[src/rtl/core_pkg.sv]
`default_nettype none

package core_pkg;

	localparam int ROB_DEPTH = 8;
	localparam int RS_COUNT  = 4;

	typedef logic [31:0] uint32_t;
	typedef logic [31:0] instr_t;
	typedef logic [4:0]  reg_addr_t;
	typedef logic [2:0]  rob_index_t;
	typedef logic [1:0]  rs_index_t;
	typedef logic [3:0]  alu_op_t;
	typedef logic [1:0]  issue_count_t;

	// alu operations
	localparam alu_op_t ALU_ADD = 4'd0;
	localparam alu_op_t ALU_SUB = 4'd1;
	localparam alu_op_t ALU_AND = 4'd2;
	localparam alu_op_t ALU_OR  = 4'd3;
	localparam alu_op_t ALU_XOR = 4'd4;
	localparam alu_op_t ALU_SLT = 4'd5;
	localparam alu_op_t ALU_LUI = 4'd6;

	// major opcodes
	localparam logic [5:0] OP_SPECIAL = 6'h00;
	localparam logic [5:0] OP_ADDIU   = 6'h09;
	localparam logic [5:0] OP_ORI     = 6'h0d;
	localparam logic [5:0] OP_LUI     = 6'h0f;

	// funct field of OP_SPECIAL
	localparam logic [5:0] FN_ADDU = 6'h21;
	localparam logic [5:0] FN_SUBU = 6'h23;
	localparam logic [5:0] FN_AND  = 6'h24;
	localparam logic [5:0] FN_OR   = 6'h25;
	localparam logic [5:0] FN_XOR  = 6'h26;
	localparam logic [5:0] FN_SLT  = 6'h2a;

endpackage

`default_nettype wire

[src/rtl/reorder_buffer.sv]
`timescale 1ns/1ps
`default_nettype none

module reorder_buffer (
	input  logic                       clk,
	input  logic                       reset_i,
	input  logic                 [1:0] alloc_i,
	input  core_pkg::reg_addr_t  [1:0] alloc_rd_i,
	output logic                 [3:0] free_count_o,
	output core_pkg::rob_index_t [1:0] next_tag_o,
	input  core_pkg::rob_index_t [3:0] query_tag_i,
	output logic                 [3:0] query_ready_o,
	output core_pkg::uint32_t    [3:0] query_data_o,
	input  logic                       cdb_valid_i,
	input  core_pkg::rob_index_t       cdb_tag_i,
	input  core_pkg::uint32_t          cdb_data_i,
	output logic                       commit_valid_o,
	output core_pkg::reg_addr_t        commit_rd_o,
	output core_pkg::rob_index_t       commit_tag_o,
	output core_pkg::uint32_t          commit_data_o
);

core_pkg::rob_index_t           head;
core_pkg::rob_index_t           tail;
logic                     [3:0] count;
logic [core_pkg::ROB_DEPTH-1:0] done;
core_pkg::reg_addr_t            rd   [core_pkg::ROB_DEPTH];
core_pkg::uint32_t              data [core_pkg::ROB_DEPTH];
logic                           head_ready;

assign next_tag_o[0] = tail;
assign next_tag_o[1] = tail + 3'd1;
assign free_count_o  = 4'(core_pkg::ROB_DEPTH) - count;

// head result may still be on the cdb
assign head_ready = (count != '0) && (done[head] || (cdb_valid_i && cdb_tag_i == head));

// done stays set after commit until the tag is reused
always_comb begin
	for (int q = 0; q < 4; q++) begin
		query_ready_o[q] = done[query_tag_i[q]];
		query_data_o[q]  = data[query_tag_i[q]];
	end
end

always_ff @(posedge clk) begin
	if (reset_i) begin
		head           <= '0;
		tail           <= '0;
		count          <= '0;
		done           <= '0;
		commit_valid_o <= 1'b0;
	end else begin
		commit_valid_o <= head_ready;
		if (head_ready) head <= head + 3'd1;
		tail  <= tail + core_pkg::rob_index_t'({1'b0, alloc_i[0]} + {1'b0, alloc_i[1]});
		count <= count + {3'b0, alloc_i[0]} + {3'b0, alloc_i[1]} - {3'b0, head_ready};
		if (cdb_valid_i) done[cdb_tag_i] <= 1'b1;
		for (int w = 0; w < 2; w++) begin
			if (alloc_i[w]) done[tail + core_pkg::rob_index_t'(w)] <= 1'b0;
		end
	end
end

always_ff @(posedge clk) begin
	commit_rd_o   <= rd[head];
	commit_tag_o  <= head;
	commit_data_o <= done[head] ? data[head] : cdb_data_i;
	if (cdb_valid_i) data[cdb_tag_i] <= cdb_data_i;
	for (int w = 0; w < 2; w++) begin
		if (alloc_i[w]) rd[tail + core_pkg::rob_index_t'(w)] <= alloc_rd_i[w];
	end
end

endmodule

`default_nettype wire

[config.mk]
export PLATFORM = sky130hd
export DESIGN_NAME = reorder_buffer
export DESIGN_NICKNAME = d
export VERILOG_FILES = /design/src/rtl/core_pkg.sv /design/src/rtl/reorder_buffer.sv
export SDC_FILE = /design/constraint.sdc
export NUM_CORES = 1
export LEC_CHECK = 0
export ABC_CLOCK_PERIOD_IN_PS = 4700
export BUFFER_PORTS_ARGS = -buffer_cell sky130_fd_sc_hd__clkbuf_2
export CAP_MARGIN = 40
export CELL_PAD_IN_SITES_DETAIL_PLACEMENT = 1
export CELL_PAD_IN_SITES_GLOBAL_PLACEMENT = 1
export CORE_MARGIN = 1.5
export CORE_UTILIZATION = 45
export DETAILED_ROUTE_END_ITERATION = 12
export GPL_TIMING_DRIVEN = 0
export PLACE_DENSITY = 0.8
export SYNTH_ARGS = -nofsm -noshare
export SYNTH_HDL_FRONTEND = slang
export SYNTH_SLANG_ARGS = --single-unit
[constraint.sdc]
create_clock -name clk -period 4.7 [get_ports clk]
set_input_delay 0.705 -clock clk [delete_from_list [all_inputs] [get_ports clk]]
set_output_delay 0.705 -clock clk [all_outputs]
set_load 0.005 [all_outputs]
==> key figures <==
Logic synthesis
  – Mux share of post-synthesis cell area: 46.04%
  – Seq cells post-synth: 358
  – Share of the synthesized area in the top cell type: 41.00%
  – EDFF count, synth: 296
  – Ys async rst share: 0%
  – Synth top cells by count: mux4_2 (340), edfxtp_1 (296), mux2_2 (177)
  – Largest family of logic cells by synthesized area: multiplexers
  – Syn Std Cell Area: 21680 um2
  – Post-synthesis simple-gate area fraction: 2.181%
  – Post-synthesis compound-gate area fraction: 1.500%
  – Syn Nets: 1272
  – Sequential area share after synthesis: 46.72%
  – Post-Synth Adder-Cell Area: 0.7387%
  – Syn avg cell area: 18.08 um2
  – Yosys warns: 0
  – Post-Syn Instances: 1199
  – Unique cell type count in the Yosys netlist: 35
  – Yosys top cell by area: edfxtp_1
  – Post-synth top flop: edfxtp_1
  – Synth area leaders: edfxtp_1 (41%), mux4_2 (35%), mux2_2 (9.2%), dfxtp_1 (5.7%), mux2i_1 (1.5%)
  – XOR/XNOR Fraction of Synth Area: 0.4040%
  – Top-count cell post-synth: mux4_2

Flow run
  – MaxCap Viol Count: 0

Floorplanning
  – Core box area: 47650 um2
  – Die height: 222.5 um
  – I/O pin count: 245
  – Initial core utilization: 45.50%
  – Die Wd: 222.5 um
  – Die area: 49510 um2
  – # rows: 80

Clocking
  – Clock slew at reported path FFs: 0.06 ns
  – H-tree lvl count: 2
  – CTS buffer count: 41
  – Skew-Pair Late Insertion Delay: 0.57 ns
  – Postcts setup bufs: 0
  – CTS Buffer Depth: 3
  – Quantity of hold-fixing buffers added after cts: 0
  – Post-CTS resize count: 0
  – CTS tree: done
  – CTS root buf: clkbuf_16
  – Num Clock Sinks: 358

Pwr
  – Maximum VDD drop: 0.2904 mV
  – Clock power frac: 36.3%
  – Logic pwr share: 24.0%
  – Pwr Density: 370.4 nW/um2
  – Switching Share: 28.18%
  – Net Switching: 0.002681 W
  – Part of the power in registers: 39.7%
  – Internal Pwr Total: 0.006832 W
  – Leakage: 8.791 nW

Timing
  – RSZ-0062 raised after global routing: false
  – Relative slew slack: 33.13%
  – Worst-Margin Slew: 1.003 ns
  – Fin crit share: 75.72%
  – Highest clock rate: 281.0 MHz
  – Count of final setup violators: 0
  – Tmin final: 3.559 ns
  – Hold Fails Final Rpt: 0
  – Setup Skew: 0.01118 ns
  – Fin. max-slew vios: 0
  – Final setup TNS: 0 ns

Layout
  – Multi-input gate area: 11080 um2
  – Final core area utilization: 53.91%
  – Nets: 1597
  – Register area: 10130 um2
  – Fraction of layout cells with a size suffix above 1: 59.60%
  – Cell area after layout: 25690 um2
  – Fill cell count: 4458
  – Layout area overhead: 18.47%

Routing
  – DRT Wirelength: 76610 um
  – Residual DRC: 0
  – DRT iter0 DRCs: 1952
  – WL per Instance: 35.25 um
  – Via-to-Cell Ratio: 6.897
  – Routed vias: 14990
  – DR pass1 iterations: 5
  – ANT nets after route: 0

Critical path
  – CP startpoint kind: primary input
  – Critical path class: in -> out
  – Critical Path RT: 3.99 ns
  – Worst path arrival time: 2.85 ns
  – Crit Path Max Fanout: 10
  – Crit end category: output port

Global routing
  – Most Used Layer, Global Route: met2
  – Vias in the first global route: 15810
  – Grt ovf: 0
  – GR Util met2: 50.29%
  – Met1 usage: 41.69%
  – Total GRT Usage: 31.29%
  – Initial antenna violation count: 2
  – GR Util met3: 6.387%
  – First-pass GRT wire length: 111200 um
  – Largest net degree at the start of global routing: 19

Place
  – RePlAce Congestion: 0.8615
  – Area after DPL: 24200 um2
  – IO Port Bufs: 236
  – Dpl hpwl: 51750 um

Outcome
  – Status: finished clean

Hold path
  – Worst hold path class: reg -> reg
[critical path, stage by stage]
cell	delay (ns)
clkbuf_2	0.15
buf_2	0.33
clkbuf_1	0.75
mux4_2	0.45
mux2_2	0.33
clkbuf_2	0.13
[through the flow]
| stage | total power, W | instances | worst slack (ns) | hold slack, ns |
|---|---|---|---|---|
| 6_report | 0.009514 | 2173 | 1.141 | 0.3539 |
| 3_5_place_dp | 0.006097 | 2092 | 1.196 | 0.3413 |
| 3_3_place_gp | 0.005989 | 2050 | -2.744 | 0.3325 |
| 5_1_grt | 0.009801 | 2172 | 1.132 | 0.3653 |
| 2_1_floorplan | 0.005222 | 1199 | 1.111 | 0.3258 |
| 4_1_cts | 0.009531 | 2168 | 1.182 | 0.3542 |
[state kept, by name, indices dropped and copies added, names as in the netlist, named ones only]
register        count
commit_tag_o        3
count               4
commit_data_o      32
data              256
commit_rd_o         5
commit_valid_o      1
head                3
tail                3
done                8
rd                 40
[metal layers]
metal,vias to the layer above,part of all wire [%]
met3,218,10
met2,1048,49
met1,7892,37
li1,5826,-
met5,-,0.025
met4,4,4.1
[area by class of cell]
type,instances,area share (%)
multi-input cells,724,43.14
flip-flops and latches,358,39.44
repair buffers,282,6.766
clock buffers,53,4.491
well taps,615,2.996
plain buffers,106,1.880
clock inverters,23,1.115
inverters,11,0.1607
diodes,1,0.009742
[cell families (layout without fill, tap and decap cells)]
| kind of cell | after synthesis | in the layout |
|---|---|---|
| other cells | 0 | 1 |
| flops | 358 | 358 |
| xor+xnor | 10 | 10 |
| fa+ha+maj | 11 | 11 |
| simple gates | 98 | 98 |
| compound gates | 55 | 55 |
| buf+inv | 117 | 475 |
| mux | 550 | 550 |
[worst paths after layout]
path | slack, ns | startpoint | cells past startpoint | endpoint
max | 1.14 | query_tag_i[4] | 6 | query_data_o[34]
min | 0.35 | head[2]$_SDFFE_PP0P_ | 0 | commit_tag_o[2]$_DFF_P_
max reg2reg | 1.63 | head[1]$_SDFFE_PP0P_ | 9 | count[2]$_SDFF_PP0_
min reg2reg | 0.35 | head[2]$_SDFFE_PP0P_ | 0 | commit_tag_o[2]$_DFF_P_
[power groups by stage]
stage / combinational, W / sequential (W) / clock [W]
after floorplan: 0.00142 / 0.00380 / 0
after global placement: 0.00216 / 0.00383 / 0
after detailed placement: 0.00226 / 0.00384 / 0
after CTS: 0.00228 / 0.00378 / 0.00348
after global routing: 0.00242 / 0.00380 / 0.00358
final: 0.00228 / 0.00378 / 0.00345
[placed cells by master, fill, tap and decap left out, drive strengths merged, types with 13 or more instances in the layout]
cell type,count
buf,104
o21ai,41
inv,13
nor2,21
mux2,177
clkbuf,337
nand2,38
edfxtp,296
mux2i,33
dfxtp,62
mux4,340
(Power assumes the default switching activity.)
