===== src/rtl/core_pkg.sv =====
`default_nettype none

package core_pkg;

	localparam int ROB_DEPTH = 8;
	localparam int RS_COUNT  = 4;

	typedef logic [31:0] uint32_t;
	typedef logic [31:0] instr_t;
	typedef logic [4:0]  reg_addr_t;
	typedef logic [2:0]  rob_index_t;
	typedef logic [1:0]  rs_index_t;
	typedef logic [3:0]  alu_op_t;
	typedef logic [1:0]  issue_count_t;

	// alu operations
	localparam alu_op_t ALU_ADD = 4'd0;
	localparam alu_op_t ALU_SUB = 4'd1;
	localparam alu_op_t ALU_AND = 4'd2;
	localparam alu_op_t ALU_OR  = 4'd3;
	localparam alu_op_t ALU_XOR = 4'd4;
	localparam alu_op_t ALU_SLT = 4'd5;
	localparam alu_op_t ALU_LUI = 4'd6;

	// major opcodes
	localparam logic [5:0] OP_SPECIAL = 6'h00;
	localparam logic [5:0] OP_ADDIU   = 6'h09;
	localparam logic [5:0] OP_ORI     = 6'h0d;
	localparam logic [5:0] OP_LUI     = 6'h0f;

	// funct field of OP_SPECIAL
	localparam logic [5:0] FN_ADDU = 6'h21;
	localparam logic [5:0] FN_SUBU = 6'h23;
	localparam logic [5:0] FN_AND  = 6'h24;
	localparam logic [5:0] FN_OR   = 6'h25;
	localparam logic [5:0] FN_XOR  = 6'h26;
	localparam logic [5:0] FN_SLT  = 6'h2a;

endpackage

`default_nettype wire


===== src/rtl/alu_station.sv =====
`timescale 1ns/1ps
`default_nettype none

module alu_station (
	input  logic                            clk,
	input  logic                            reset_i,
	input  logic                      [1:0] rs_write_i,
	input  core_pkg::rs_index_t       [1:0] rs_write_index_i,
	input  core_pkg::alu_op_t         [1:0] rs_op_i,
	input  core_pkg::uint32_t    [1:0][1:0] rs_opnd_i,
	input  logic                 [1:0][1:0] rs_opnd_ready_i,
	input  core_pkg::rob_index_t [1:0][1:0] rs_opnd_tag_i,
	input  core_pkg::rob_index_t      [1:0] rs_dest_tag_i,
	output logic                      [1:0] rs_free_o,
	output core_pkg::rs_index_t       [1:0] rs_free_index_o,
	output logic                            cdb_valid_o,
	output core_pkg::rob_index_t            cdb_tag_o,
	output core_pkg::uint32_t               cdb_data_o
);

logic [core_pkg::RS_COUNT-1:0] valid;
core_pkg::alu_op_t             op    [core_pkg::RS_COUNT];
core_pkg::uint32_t       [1:0] opnd  [core_pkg::RS_COUNT];
logic                    [1:0] ready [core_pkg::RS_COUNT];
core_pkg::rob_index_t    [1:0] tag   [core_pkg::RS_COUNT];
core_pkg::rob_index_t          dest  [core_pkg::RS_COUNT];
logic                    [2:0] age   [core_pkg::RS_COUNT];
logic                          sel_valid;
core_pkg::rs_index_t           sel_index;
core_pkg::uint32_t             opnd_a;
core_pkg::uint32_t             opnd_b;
core_pkg::uint32_t             result;

// lowest two free entries
always_comb begin
	rs_free_o       = '0;
	rs_free_index_o = '0;
	for (int i = 0; i < core_pkg::RS_COUNT; i++) begin
		if (!valid[i] && !rs_free_o[0]) begin
			rs_free_o[0]       = 1'b1;
			rs_free_index_o[0] = core_pkg::rs_index_t'(i);
		end else if (!valid[i] && !rs_free_o[1]) begin
			rs_free_o[1]       = 1'b1;
			rs_free_index_o[1] = core_pkg::rs_index_t'(i);
		end
	end
end

// oldest ready entry, lower index on equal age
always_comb begin
	sel_valid = 1'b0;
	sel_index = '0;
	for (int i = 0; i < core_pkg::RS_COUNT; i++) begin
		if (valid[i] && ready[i] == 2'b11 && (!sel_valid || age[i] > age[sel_index])) begin
			sel_valid = 1'b1;
			sel_index = core_pkg::rs_index_t'(i);
		end
	end
end

assign opnd_a = opnd[sel_index][0];
assign opnd_b = opnd[sel_index][1];

always_comb begin
	case (op[sel_index])
		core_pkg::ALU_ADD: result = opnd_a + opnd_b;
		core_pkg::ALU_SUB: result = opnd_a - opnd_b;
		core_pkg::ALU_AND: result = opnd_a & opnd_b;
		core_pkg::ALU_OR:  result = opnd_a | opnd_b;
		core_pkg::ALU_XOR: result = opnd_a ^ opnd_b;
		core_pkg::ALU_SLT: result = {31'h0, $signed(opnd_a) < $signed(opnd_b)};
		core_pkg::ALU_LUI: result = {opnd_b[15:0], 16'h0};
		default:           result = '0;
	endcase
end

always_ff @(posedge clk) begin
	if (reset_i) begin
		valid       <= '0;
		cdb_valid_o <= 1'b0;
	end else begin
		cdb_valid_o <= sel_valid;
		if (sel_valid) valid[sel_index] <= 1'b0;
		for (int w = 0; w < 2; w++) begin
			if (rs_write_i[w]) valid[rs_write_index_i[w]] <= 1'b1;
		end
	end
end

always_ff @(posedge clk) begin
	cdb_tag_o  <= dest[sel_index];
	cdb_data_o <= result;
	for (int i = 0; i < core_pkg::RS_COUNT; i++) begin
		if (age[i] != 3'd7) age[i] <= age[i] + 3'd1;
		// snoop the cdb for waiting operands
		for (int j = 0; j < 2; j++) begin
			if (cdb_valid_o && !ready[i][j] && tag[i][j] == cdb_tag_o) begin
				opnd[i][j]  <= cdb_data_o;
				ready[i][j] <= 1'b1;
			end
		end
	end
	for (int w = 0; w < 2; w++) begin
		if (rs_write_i[w]) begin
			op[rs_write_index_i[w]]    <= rs_op_i[w];
			opnd[rs_write_index_i[w]]  <= rs_opnd_i[w];
			ready[rs_write_index_i[w]] <= rs_opnd_ready_i[w];
			tag[rs_write_index_i[w]]   <= rs_opnd_tag_i[w];
			dest[rs_write_index_i[w]]  <= rs_dest_tag_i[w];
			// slot 0 is older than slot 1
			age[rs_write_index_i[w]]   <= (w == 0) ? 3'd1 : 3'd0;
		end
	end
end

endmodule

`default_nettype wire


===== config.mk =====
export PLATFORM = sky130hd
export DESIGN_NAME = alu_station
export DESIGN_NICKNAME = d
export VERILOG_FILES = /design/src/rtl/core_pkg.sv /design/src/rtl/alu_station.sv
export SDC_FILE = /design/constraint.sdc
export NUM_CORES = 1
export LEC_CHECK = 0
export ABC_AREA = 1
export ABC_CLOCK_PERIOD_IN_PS = 7000
export BUFFER_PORTS_ARGS = -buffer_cell sky130_fd_sc_hd__buf_2
export CAP_MARGIN = 20
export CORE_MARGIN = 4
export CORE_UTILIZATION = 23
export CTS_BUF_LIST = sky130_fd_sc_hd__clkbuf_2
export DETAILED_ROUTE_END_ITERATION = 8
export MAX_ROUTING_LAYER = met4
export SLEW_MARGIN = 20
export SYNTH_ARGS = -nofsm -noshare
export SYNTH_HDL_FRONTEND = slang
export SYNTH_SLANG_ARGS = --single-unit

===== constraint.sdc =====
create_clock -name clk -period 7 [get_ports clk]
set_input_delay 0.35 -clock clk [delete_from_list [all_inputs] [get_ports clk]]
set_output_delay 0.35 -clock clk [all_outputs]
set_load 0.05 [all_outputs]

==> out/summary.txt <==
die height: 341.2 µm
Reg power frac: 0.326
Residual DRC: 0
asr flop ratio synth: 0
remaining global-route overflow: 0
Crit. End Element: flop
Netlist cell types: 51
synthesized flop and latch total: 368
vias in the first global route: 25160
Max VDD drop: 0.1755 mV
initial antenna violation count: 3
Mapped Nets: 3734
Clock Power Share: 0.156
Worst Skew: 0.1291 ns
worst path required time: 8.09 ns
clk slew on worst S/H paths: 0.11 ns
WS Path Type: reg -> reg
htree depth: 3
Worst R2R Start: age[0][2]$_SDFFE_PP0N_
Post-Synth Adder-Cell Area: 0.05989
setup violators final: 0
hold wc startpoint: rs_opnd_i[67]
Leakage: 0.01425 µW
first-pass GRT wire length: 150200 µm
Hold Violations, Final: 0
Int Pwr: 5234 µW
Max Buffers Root-to-Sink: 3
# port buffers: 207
Startpoint Class: flop
Vias: 25990
met2 Use GR: 0.2878
post-route core utilization: 0.2926
Synthesis Warnings: 0
worst slew pin tran: 1.120 ns
Slew Viols, Final: 0
outcome: complete, no violations
largest family of logic cells by synthesized area: simple AND/OR/NAND/NOR gates
Post-synth EDFFs: 308
CTS buffer count: 98
Syn Area/Cell: 7.406 µm²
die area: 116400 µm²
Post-layout nets: 4202
Rel. slew slack: 0.2531
combinational share of power: 0.518
sw frac: 0.4683
All-Layer GR Usage: 0.1715
die width: 341.2 µm
global routing's busiest layer: met2
Synth-to-Final Area Change: 25.44%
simple-gate share of the synthesized area: 0.2397
setup TNS: 0 ns
share of layout cells above drive strength 1: 0.1399
Mapped Area: 25530 µm²
global routing usage on met3: 0.02232
compound-cell area share of the yosys netlist: 0.1852
Routed wire per std cell: 18.43 µm
sequential element share of the synthesized area: 0.4093
post-DP HPWL: 71140 µm
mux cell area share after synthesis: 0
Syn Inst Count: 3447
Post-CTS Setup Bufs: 0
number of DRC markers in iteration 0: 1983
CP arrival: 7.42 ns
CTS root buf: clkbuf_2
M1 GR Usage: 0.2152
Max Clk Rate: 158.1 MHz
Critical Path Slowest Stage Cell: fa_1
crit path from: age[0][2]$_SDFFE_PP0N_
core area: 109500 µm²
Sw Pwr: 4611 µW
Critical Path Fanout Max: 26
top_reg_cell synth: edfxtp_1
Min Clock Period, post-route: 6.325 ns
CTS sink cnt: 368
Placer Congestion: 0.9849
Fill cells: 11890
largest net degree at the start of global routing: 110
P per Cell Area: 307.4 nW/µm²
Slowest Stage Delay on Critical Path: 0.46 ns
RSZ-0062 raised after global routing: false
Starting Density: 0.2332
XOR/XNOR Fraction of Synth Area: 0.01681
HP Class: in -> reg
Ports: 208
# Max-Cap Violations: 0
Period Utilization, post-route: 0.9036
drt pass-1 iters: 6
Via density: 4.748
Critical Path Most Common Cell: nand2_1
DRT antenna net count: 0
Routed WL: 100900 µm
CTS tree: yes
FP Rows: 121
later-pin clock latency in the skew report: 1.18 ns
critical path: cells and delay by family (launching register included):
| kind | cells | cell delay (ns) |
|---|---|---|
| AND/OR/NAND/NOR | 32 | 3.06 |
| adder cells (fa/ha/maj) | 5 | 1.55 |
| buffers and inverters | 6 | 0.76 |
| AO/OA/AOI/OAI | 4 | 0.52 |
| flip-flops | 1 | 0.37 |
area by class of cell:
class                      instances  area, µm²  share of cell area
sequential                       368      10450              0.3263
timing repair buffer             554       4408              0.1376
clock inverter                    35      156.4            0.004884
tap                             1476       1847             0.05767
clock buffer                     145      725.7             0.02266
antenna                            3      7.507           0.0002344
multi-input combinational       2497      12940              0.4040
inverter                         396       1491             0.04657
power groups by stage:
stage          Combinational [µW]  Clock (µW)  Sequential [µW]
2_1_floorplan                2940           0             3420
3_3_place_gp                 4720           0             3260
3_5_place_dp                 4720           0             3260
4_1_cts                      5010        1580             3210
5_1_grt                      5670        1710             3250
6_report                     5100        1540             3210
kinds of logic after synthesis:
family | Yosys count
compound gates | 876
fa+ha+maj | 121
buf+inv | 582
simple gates | 1451
flops | 368
xor+xnor | 49
synth_stat cells (all sizes together), types with 3 or more instances:
cell type  instances  area (µm²)
nand3b            22       165.2
o2111ai            3       26.28
nor2             318        1232
buf               65       335.3
nor3              21       116.4
xor2              46       402.9
inv              395        1483
o221ai             3       26.28
o21a              50       375.4
a31oi              5       31.28
o211ai             7       52.55
edfxtp           308        9249
a221oi             3       26.28
nor4               4       25.02
xnor2              3       26.28
ha               119        1489
o21ai            636        3183
a21o              11       82.58
nand2            828        3131
o22ai             50       312.8
dfxtp             60        1201
a21oi             87       439.2
nand4             27       168.9
nand3            171       903.4
or2               56       350.3
clkbuf           121       454.2
o21bai            10       75.07
final timing paths:
| check | to | slack (ns) | cells past startpoint |
|---|---|---|---|
| setup reg to reg | cdb_data_o[0]$_DFF_P_ | 0.67 | 47 |
| setup / recovery | cdb_data_o[0]$_DFF_P_ | 0.67 | 47 |
| hold / removal | opnd[2][3]$_DFFE_PP_ | 0.14 | 4 |
| hold reg to reg | cdb_tag_o[1]$_DFF_P_ | 0.48 | 2 |
sequential cells by signal, indices dropped and copies added, names as in the netlist, 3 cells and up:
register,flops
opnd,256
cdb_data_o,32
tag,24
op,16
age,12
dest,12
ready,8
valid,4
cdb_tag_o,3
through the flow:
| stage | hold WS [ns] | setup slack, ns | instance area [µm²] | power (µW) | cells |
|---|---|---|---|---|---|
| after floorplan | 0.4191 | 1.338 | 25530 | 6363 | 3447 |
| after global placement | 0.4373 | 0.3173 | 28330 | 7973 | 5019 |
| after detailed placement | 0.4559 | 0.2666 | 28330 | 7976 | 5019 |
| after CTS | 0.003814 | 0.1654 | 31930 | 9808 | 5471 |
| after global routing | 0.1002 | 0.03038 | 32020 | 10620 | 5473 |
| final | 0.1364 | 0.6749 | 32020 | 9845 | 5474 |
layer usage:
metal	part of all wire	up-vias
met5	0	-
met4	0.028	0
met3	0.072	178
met2	0.47	1123
met1	0.43	12190
li1	-	12500
placed cells by master (no fill, tap or decap), types with 5 or more instances in the layout:
master	instances
clkbuf_2	145
xor2_1	46
o21a_1	50
ha_1	113
dfxtp_1	60
inv_1	382
o21bai_1	10
o211ai_1	7
ha_2	6
nand2_1	808
nand4_1	27
or2_2	56
nand2_2	17
buf_2	207
clkinv_1	23
a31oi_1	5
a21o_1	11
nor3_1	20
o21ai_1	11
buf_4	67
nand3_1	159
nand3b_1	22
o21ai_0	625
a21oi_1	83
o22ai_1	50
nand3_2	8
edfxtp_1	308
dlygate4sd3_1	272
inv_2	13
clkinv_2	8
nor2_1	313
buf_12	6
timing repair:
| item | 4_1_cts | 5_1_grt |
|---|---|---|
| hold buffers | 272 | 0 |
| resized for setup | 0 | 23 |
| hold endpoints to repair | 324 | 0 |
| setup endpoints to repair | 0 | 26 |
(Power assumes the default switching activity.)
