$ cat src/rtl/core_pkg.sv
`default_nettype none

package core_pkg;

	localparam int ROB_DEPTH = 8;
	localparam int RS_COUNT  = 4;

	typedef logic [31:0] uint32_t;
	typedef logic [31:0] instr_t;
	typedef logic [4:0]  reg_addr_t;
	typedef logic [2:0]  rob_index_t;
	typedef logic [1:0]  rs_index_t;
	typedef logic [3:0]  alu_op_t;
	typedef logic [1:0]  issue_count_t;

	// alu operations
	localparam alu_op_t ALU_ADD = 4'd0;
	localparam alu_op_t ALU_SUB = 4'd1;
	localparam alu_op_t ALU_AND = 4'd2;
	localparam alu_op_t ALU_OR  = 4'd3;
	localparam alu_op_t ALU_XOR = 4'd4;
	localparam alu_op_t ALU_SLT = 4'd5;
	localparam alu_op_t ALU_LUI = 4'd6;

	// major opcodes
	localparam logic [5:0] OP_SPECIAL = 6'h00;
	localparam logic [5:0] OP_ADDIU   = 6'h09;
	localparam logic [5:0] OP_ORI     = 6'h0d;
	localparam logic [5:0] OP_LUI     = 6'h0f;

	// funct field of OP_SPECIAL
	localparam logic [5:0] FN_ADDU = 6'h21;
	localparam logic [5:0] FN_SUBU = 6'h23;
	localparam logic [5:0] FN_AND  = 6'h24;
	localparam logic [5:0] FN_OR   = 6'h25;
	localparam logic [5:0] FN_XOR  = 6'h26;
	localparam logic [5:0] FN_SLT  = 6'h2a;

endpackage

`default_nettype wire

$ cat src/rtl/decoder.sv
`timescale 1ns/1ps
`default_nettype none

module decoder (
	input  core_pkg::instr_t    instr_i,
	output logic                valid_o,
	output core_pkg::alu_op_t   alu_op_o,
	output core_pkg::reg_addr_t rs_o,
	output core_pkg::reg_addr_t rt_o,
	output core_pkg::reg_addr_t rd_o,
	output logic                use_imm_o,
	output core_pkg::uint32_t   imm_o
);

logic [5:0] opcode;
logic [5:0] funct;

assign opcode = instr_i[31:26];
assign funct  = instr_i[5:0];
assign rs_o   = instr_i[25:21];
assign rt_o   = instr_i[20:16];

always_comb begin
	valid_o   = 1'b1;
	alu_op_o  = core_pkg::ALU_ADD;
	rd_o      = '0;
	use_imm_o = 1'b1;
	imm_o     = {{16{instr_i[15]}}, instr_i[15:0]};
	case (opcode)
		core_pkg::OP_SPECIAL: begin
			use_imm_o = 1'b0;
			rd_o      = instr_i[15:11];
			case (funct)
				core_pkg::FN_ADDU: alu_op_o = core_pkg::ALU_ADD;
				core_pkg::FN_SUBU: alu_op_o = core_pkg::ALU_SUB;
				core_pkg::FN_AND:  alu_op_o = core_pkg::ALU_AND;
				core_pkg::FN_OR:   alu_op_o = core_pkg::ALU_OR;
				core_pkg::FN_XOR:  alu_op_o = core_pkg::ALU_XOR;
				core_pkg::FN_SLT:  alu_op_o = core_pkg::ALU_SLT;
				default: begin
					// nop is the all-zero word, result goes to r0
					valid_o = (instr_i == '0);
					rd_o    = '0;
				end
			endcase
		end
		core_pkg::OP_ADDIU: rd_o = instr_i[20:16];
		core_pkg::OP_ORI: begin
			alu_op_o = core_pkg::ALU_OR;
			rd_o     = instr_i[20:16];
			imm_o    = {16'h0, instr_i[15:0]};
		end
		core_pkg::OP_LUI: begin
			alu_op_o = core_pkg::ALU_LUI;
			rd_o     = instr_i[20:16];
			imm_o    = {16'h0, instr_i[15:0]};
		end
		default: valid_o = 1'b0;
	endcase
end

endmodule

`default_nettype wire

$ cat src/rtl/dispatcher.sv
`timescale 1ns/1ps
`default_nettype none

module dispatcher (
	input  logic                        valid_i,
	input  core_pkg::alu_op_t           alu_op_i,
	input  logic                        use_imm_i,
	input  core_pkg::uint32_t           imm_i,
	input  logic                  [1:0] src_busy_i,
	input  core_pkg::rob_index_t  [1:0] src_tag_i,
	input  core_pkg::uint32_t     [1:0] src_rdata_i,
	input  logic                  [1:0] rob_ready_i,
	input  core_pkg::uint32_t     [1:0] rob_data_i,
	input  logic                        cdb_valid_i,
	input  core_pkg::rob_index_t        cdb_tag_i,
	input  core_pkg::uint32_t           cdb_data_i,
	input  logic                        rs_free_i,
	input  logic                        stall_i,
	output logic                        write_o,
	output core_pkg::alu_op_t           op_o,
	output core_pkg::uint32_t     [1:0] opnd_o,
	output logic                  [1:0] opnd_ready_o,
	output core_pkg::rob_index_t  [1:0] opnd_tag_o
);

assign write_o    = valid_i & rs_free_i & ~stall_i;
assign op_o       = alu_op_i;
assign opnd_tag_o = src_tag_i;

always_comb begin
	for (int i = 0; i < 2; i++) begin
		opnd_o[i]       = '0;
		opnd_ready_o[i] = 1'b1;
		if (!src_busy_i[i]) begin
			opnd_o[i] = src_rdata_i[i];
		end else if (rob_ready_i[i]) begin
			// finished but not yet committed
			opnd_o[i] = rob_data_i[i];
		end else if (cdb_valid_i && cdb_tag_i == src_tag_i[i]) begin
			opnd_o[i] = cdb_data_i;
		end else begin
			opnd_ready_o[i] = 1'b0;
		end
	end
	// immediate takes the place of rt
	if (use_imm_i) begin
		opnd_o[1]       = imm_i;
		opnd_ready_o[1] = 1'b1;
	end
end

endmodule

`default_nettype wire

$ cat src/rtl/instr_issue.sv
`timescale 1ns/1ps
`default_nettype none

module instr_issue (
	input  logic                            [1:0] fetch_valid_i,
	input  core_pkg::instr_t                [1:0] fetch_instr_i,
	output core_pkg::issue_count_t                fetch_ack_o,
	output core_pkg::reg_addr_t             [3:0] reg_raddr_o,
	input  core_pkg::uint32_t               [3:0] reg_rdata_i,
	input  logic                            [3:0] reg_busy_i,
	input  core_pkg::rob_index_t            [3:0] reg_tag_i,
	input  logic                            [3:0] rob_free_count_i,
	input  core_pkg::rob_index_t            [1:0] rob_tag_i,
	output core_pkg::rob_index_t            [3:0] rob_query_tag_o,
	input  logic                            [3:0] rob_query_ready_i,
	input  core_pkg::uint32_t               [3:0] rob_query_data_i,
	output logic                            [1:0] rob_alloc_o,
	output core_pkg::reg_addr_t             [1:0] rob_alloc_rd_o,
	input  logic                            [1:0] rs_free_i,
	input  core_pkg::rs_index_t             [1:0] rs_free_index_i,
	output logic                            [1:0] rs_write_o,
	output core_pkg::rs_index_t             [1:0] rs_write_index_o,
	output core_pkg::alu_op_t               [1:0] rs_op_o,
	output core_pkg::uint32_t          [1:0][1:0] rs_opnd_o,
	output logic                       [1:0][1:0] rs_opnd_ready_o,
	output core_pkg::rob_index_t       [1:0][1:0] rs_opnd_tag_o,
	output core_pkg::rob_index_t            [1:0] rs_dest_tag_o,
	input  logic                                  cdb_valid_i,
	input  core_pkg::rob_index_t                  cdb_tag_i,
	input  core_pkg::uint32_t                     cdb_data_i,
	output logic                            [1:0] reg_status_we_o,
	output core_pkg::reg_addr_t             [1:0] reg_status_waddr_o,
	output core_pkg::rob_index_t            [1:0] reg_status_tag_o
);

logic                           [1:0] dec_valid;
core_pkg::alu_op_t              [1:0] dec_op;
core_pkg::reg_addr_t            [1:0] dec_rs;
core_pkg::reg_addr_t            [1:0] dec_rt;
core_pkg::reg_addr_t            [1:0] dec_rd;
logic                           [1:0] dec_use_imm;
core_pkg::uint32_t              [1:0] dec_imm;
logic                           [1:0] slot_valid;
logic                           [1:0] slot_stall;
logic                           [1:0] write;
core_pkg::uint32_t         [1:0][1:0] disp_opnd;
logic                      [1:0][1:0] disp_ready;
core_pkg::rob_index_t      [1:0][1:0] disp_tag;
logic                                 stall;

// no room for even one instruction
assign stall = (rob_free_count_i == '0) | ~rs_free_i[0];

assign slot_valid[0] = fetch_valid_i[0];
assign slot_valid[1] = fetch_valid_i[1] & write[0];
assign slot_stall[0] = stall;
assign slot_stall[1] = stall | (rob_free_count_i < 4'd2);

for (genvar i = 0; i < 2; i++) begin : gen_slot
	decoder u_decoder (
		.instr_i   ( fetch_instr_i[i] ),
		.valid_o   ( dec_valid[i]     ),
		.alu_op_o  ( dec_op[i]        ),
		.rs_o      ( dec_rs[i]        ),
		.rt_o      ( dec_rt[i]        ),
		.rd_o      ( dec_rd[i]        ),
		.use_imm_o ( dec_use_imm[i]   ),
		.imm_o     ( dec_imm[i]       )
	);

	dispatcher u_dispatcher (
		.valid_i      ( slot_valid[i]                ),
		.alu_op_i     ( dec_op[i]                    ),
		.use_imm_i    ( dec_use_imm[i]               ),
		.imm_i        ( dec_imm[i]                   ),
		.src_busy_i   ( reg_busy_i[i * 2 +: 2]        ),
		.src_tag_i    ( reg_tag_i[i * 2 +: 2]         ),
		.src_rdata_i  ( reg_rdata_i[i * 2 +: 2]       ),
		.rob_ready_i  ( rob_query_ready_i[i * 2 +: 2] ),
		.rob_data_i   ( rob_query_data_i[i * 2 +: 2]  ),
		.cdb_valid_i,
		.cdb_tag_i,
		.cdb_data_i,
		.rs_free_i    ( rs_free_i[i]                 ),
		.stall_i      ( slot_stall[i]                ),
		.write_o      ( write[i]                     ),
		.op_o         ( rs_op_o[i]                   ),
		.opnd_o       ( disp_opnd[i]                 ),
		.opnd_ready_o ( disp_ready[i]                ),
		.opnd_tag_o   ( disp_tag[i]                  )
	);

	assign reg_raddr_o[i * 2]     = dec_rs[i];
	assign reg_raddr_o[i * 2 + 1] = dec_rt[i];
	assign reg_status_we_o[i]     = write[i] & dec_valid[i] & (dec_rd[i] != '0);
end

assign fetch_ack_o        = {1'b0, write[0]} + {1'b0, write[1]};
assign rob_query_tag_o    = reg_tag_i;
assign rob_alloc_o        = write;
assign rob_alloc_rd_o     = dec_rd;
assign rs_write_o         = write;
assign rs_write_index_o   = rs_free_index_i;
assign rs_dest_tag_o      = rob_tag_i;
assign reg_status_waddr_o = dec_rd;
assign reg_status_tag_o   = rob_tag_i;

// slot 1 sources written by slot 0 wait on slot 0's tag
always_comb begin
	rs_opnd_o       = disp_opnd;
	rs_opnd_ready_o = disp_ready;
	rs_opnd_tag_o   = disp_tag;
	if (dec_rd[0] != '0 && dec_rd[0] == dec_rs[1]) begin
		rs_opnd_ready_o[1][0] = 1'b0;
		rs_opnd_tag_o[1][0]   = rob_tag_i[0];
	end
	if (dec_rd[0] != '0 && dec_rd[0] == dec_rt[1] && !dec_use_imm[1]) begin
		rs_opnd_ready_o[1][1] = 1'b0;
		rs_opnd_tag_o[1][1]   = rob_tag_i[0];
	end
end

endmodule

`default_nettype wire

$ cat config.mk
export PLATFORM = sky130hd
export DESIGN_NAME = instr_issue
export DESIGN_NICKNAME = d
export VERILOG_FILES = /design/src/rtl/core_pkg.sv /design/src/rtl/decoder.sv /design/src/rtl/dispatcher.sv /design/src/rtl/instr_issue.sv
export SDC_FILE = /design/constraint.sdc
export NUM_CORES = 1
export LEC_CHECK = 0
export ABC_CLOCK_PERIOD_IN_PS = 4450
export BUFFER_PORTS_ARGS = -buffer_cell sky130_fd_sc_hd__buf_2
export CAP_MARGIN = 25
export CORE_AREA = 2 2 243 245
export DETAILED_ROUTE_END_ITERATION = 8
export DIE_AREA = 0 0 245 247
export SYNTH_ARGS = -nofsm -noshare
export SYNTH_HDL_FRONTEND = slang
export SYNTH_SLANG_ARGS = --single-unit
export TNS_END_PERCENT = 10
$ cat constraint.sdc
create_clock -name vclk -period 4.45
set_clock_uncertainty 0.2 [all_clocks]
set_input_delay 0.2225 -clock vclk [all_inputs]
set_output_delay 0.2225 -clock vclk [all_outputs]
set_load 0.02 [all_outputs]
==> insert_results.sql <==
INSERT INTO impl_metrics (metric_group, metric, value, unit) VALUES
('outcome', 'status', 'complete, no violations', ''),
('sta', 'final-hold-violation-count', '0', ''),
('finish', 'clock_buffers', '0', ''),
('placed_design', 'gp_routability_congestion', '0.885', ''),
('power', 'power_density_normalized_to_cell_area', '109', 'mW/mm2'),
('finish', 'flow.area_growth_from_synthesis', '64.4', '%'),
('finish', 'final_nets', '1789', ''),
('placed_design', 'io_buffer_count', '603', ''),
('worst_setup_path', 'worstSetupEndpointType', 'output port', ''),
('sta', 'rsz_0062_raised_after_global_routing', 'no', ''),
('worst_setup_path', 'timing.setup.critical_path_class', 'in -> out', ''),
('finish', 'most-common-layout-cells', 'buf_2, nand2_1, o21ai_0', ''),
('sta', 'period_share', '81.4', '%'),
('routing', 'top_layer', 'met5', ''),
('logic_synthesis', 'synthesis.yosys.warnings', '0', ''),
('worst_setup_path', 'worst_ep_required_time', '4.03', 'ns'),
('routing', 'route.met2.wl', '23400', 'um'),
('power', 'total_power', '0.923', 'mW'),
('logic_synthesis', 'syn-mean-instance-area', '5.53', 'um2'),
('floorplanning', 'top_level_i_o_count', '622', ''),
('logic_synthesis', 'synthesis.area', '0.00514', 'mm2'),
('logic_synthesis', 'synth-seq-area-share', '0', '%'),
('power', 'clkPwrFrac', '0', '%'),
('routing', 'drc_errors_left', '0', ''),
('floorplanning', 'row_count', '89', ''),
('floorplanning', 'design.core.area', '0.0582', 'mm2'),
('routing', 'ant_nets', '0', ''),
('power', 'power.leakage', '3.87', 'nW'),
('routing', 'dr.pass1.iters', '5', ''),
('finish', 'seq_cells', '0', ''),
('floorplanning', 'chipHeight', '247', 'um'),
('global_routing', 'grt_max_degree', '66', ''),
('power', 'comb_power_share', '100.0', '%'),
('power', 'netSwitchingPower', '0.600', 'mW'),
('sta', 'finalSetupViolCount', '0', ''),
('sta', 'fin_tns_setup', '0', 'ns'),
('hold_path', 'holdPathStages', '0', ''),
('sta', 'max_freq', '276', 'MHz'),
('finish', 'post_route_cells_drive_above_1_share', '45.9', '%'),
('logic_synthesis', 'ys_types', '66', ''),
('floorplanning', 'floorplan.initialDensity', '8.83', '%'),
('clock_tree', 'postCtsResizedCells', '0', ''),
('hold_path', 'worstHoldStart', 'rs_free_index_i[3]', ''),
('sta', 'final.setup.worst_slack', '0.826', 'ns'),
('hold_path', 'hold_ep', 'rs_write_index_o[3]', ''),
('power', 'power_report.internal_total', '0.323', 'mW'),
('worst_setup_path', 'crit_arrival', '3.20', 'ns'),
('power', 'power.share.sequential', '0', '%'),
('sta', 'finalMaxSlewViolations', '0', ''),
('routing', 'route.final.wire_length', '47900', 'um'),
('routing', 'route.detailed.vias_per_inst', '4.15', ''),
('placed_design', 'hpwlAfterDp', '41300', 'um'),
('clock_tree', 'cts_setup_buffers', '0', ''),
('logic_synthesis', 'syn-instance-count', '930', ''),
('global_routing', 'grt_antenna_before_repair', '19', ''),
('routing', 'dr.first_iter.drc_count', '484', ''),
('routing', 'avgRoutedWirePerCell', '22.0', 'um'),
('sta', 'final_period_demand_of_the_worst_path', '3.62', 'ns'),
('placed_design', 'pre_cts_slack', '0.891', 'ns'),
('global_routing', 'gr-usage-all-layers', '14.4', '%'),
('routing', 'met3WireLength', '4160', 'um'),
('floorplanning', 'die-area', '0.0605', 'mm2'),
('finish', 'sequential_cell_area', '0', 'um2'),
('routing', 'vias', '9028', ''),
('clock_tree', 'cts_hold_buffers', '0', ''),
('global_routing', 'first_global_vias', '7848', ''),
('power', 'vdd.ir_drop.worst', '0.0000536', 'V'),
('power', 'power.share.switching', '65.0', '%'),
('flow_run', 'max_cap_viols', '0', ''),
('sta', 'tightest_slew', '1.03', 'ns'),
('sta', 'tightest_slew_margin_relative_to_the_limit', '31.6', '%'),
('worst_setup_path', 'critical_path.max_fanout', '10', ''),
('global_routing', 'grt-ovfl-total', '0', ''),
('finish', 'final_core_utilization', '14.5', '%'),
('routing', 'wirelength_met1', '18500', 'um'),
('worst_setup_path', 'worstSetupStartpointType', 'input port', ''),
('finish', 'num-fill-cells', '6940', ''),
('finish', 'layout_commonest_cell', 'buf_2', ''),
('floorplanning', 'floorplan.die.width', '245', 'um'),
('global_routing', 'grt_first_pass_wirelength', '61600', 'um'),
('hold_path', 'timing.hold.worst.class', 'in -> out', '');
[cell usage after synthesis, types with 12 or more instances]
| library cell | count | share of area [%] |
|---|---|---|
| a21oi_1 | 32 | 3.1 |
| a22oi_1 | 34 | 5.0 |
| a31oi_1 | 36 | 4.4 |
| buf_4 | 70 | 10 |
| clkbuf_1 | 81 | 5.9 |
| inv_1 | 12 | 0.88 |
| nand2_1 | 208 | 15 |
| nand3_1 | 12 | 1.2 |
| nand3b_1 | 37 | 5.4 |
| nor2_1 | 70 | 5.1 |
| nor4_1 | 12 | 1.5 |
| o211ai_1 | 66 | 9.6 |
| o21ai_0 | 139 | 14 |
[critical path: stages]
cell       delay [ns]
buf_2            0.11
nor3_1           0.56
nand3_2          0.36
o32ai_1          0.46
nand3b_1         0.18
a2111oi_4        0.74
mux2_2           0.41
buf_2            0.16
[worst max path at each step]
stage | from | slack, ns | depth (start not counted) | endpoint
2_1_floorplan | fetch_instr_i[0] | 1.71 | 8 | rs_opnd_tag_o[6]
3_3_place_gp | fetch_instr_i[26] | 0.92 | 8 | rs_opnd_tag_o[6]
3_5_place_dp | fetch_instr_i[26] | 0.89 | 8 | rs_opnd_tag_o[6]
4_1_cts | fetch_instr_i[26] | 0.89 | 8 | rs_opnd_tag_o[6]
5_1_grt | fetch_instr_i[26] | 0.61 | 8 | rs_opnd_tag_o[6]
6_report | fetch_instr_i[27] | 0.83 | 8 | rs_opnd_tag_o[6]
[final cells by class]
cell class         count  area [um2]  share of cell area, %
well taps            773         967                   11.4
diodes                 9        22.5                  0.266
inverters             12        45.0                  0.533
multi-input cells    760        4250                   50.3
repair buffers       620        3170                   37.5
[kinds of logic (layout without fill, tap and decap cells)]
logic type               Yosys count  count (layout)  share of synthesized area, %
other                              1              11                        0.0729
adder cells (fa/ha/maj)            1               1                         0.243
buffers and inverters            171             632                          17.8
multiplexers                       7               7                          1.53
AND/OR/NAND/NOR                  388             388                          34.9
XOR/XNOR                          17              17                          2.90
AO/OA/AOI/OAI                    345             345                          42.6
[stage by stage]
step                      cells  hold WS [ns]  cell area (um2)
after floorplan             931         0.358             5150
after global placement     2164         0.245             8410
after detailed placement   2164         0.245             8410
after CTS                  2164         0.245             8410
after global routing       2169         0.245             8440
final                      2174         0.245             8460
[power groups by stage]
stage / logic, mW / clock network [mW] / registers (mW)
2_1_floorplan: 0.478 / 0 / 0
3_3_place_gp: 0.930 / 0 / 0
3_5_place_dp: 0.932 / 0 / 0
4_1_cts: 0.935 / 0 / 0
5_1_grt: 0.999 / 0.000000121 / 0
6_report: 0.923 / 0.0000000843 / 0
[per-layer routing]
| metal | vias up | track usage, % |
|---|---|---|
| met5 | - | 0 |
| met4 | 18 | 4.54 |
| met3 | 73 | 3.23 |
| met2 | 568 | 26.0 |
| met1 | 4121 | 16.9 |
| li1 | 4248 | - |
Note: power is estimated with default switching activity, not from simulation.
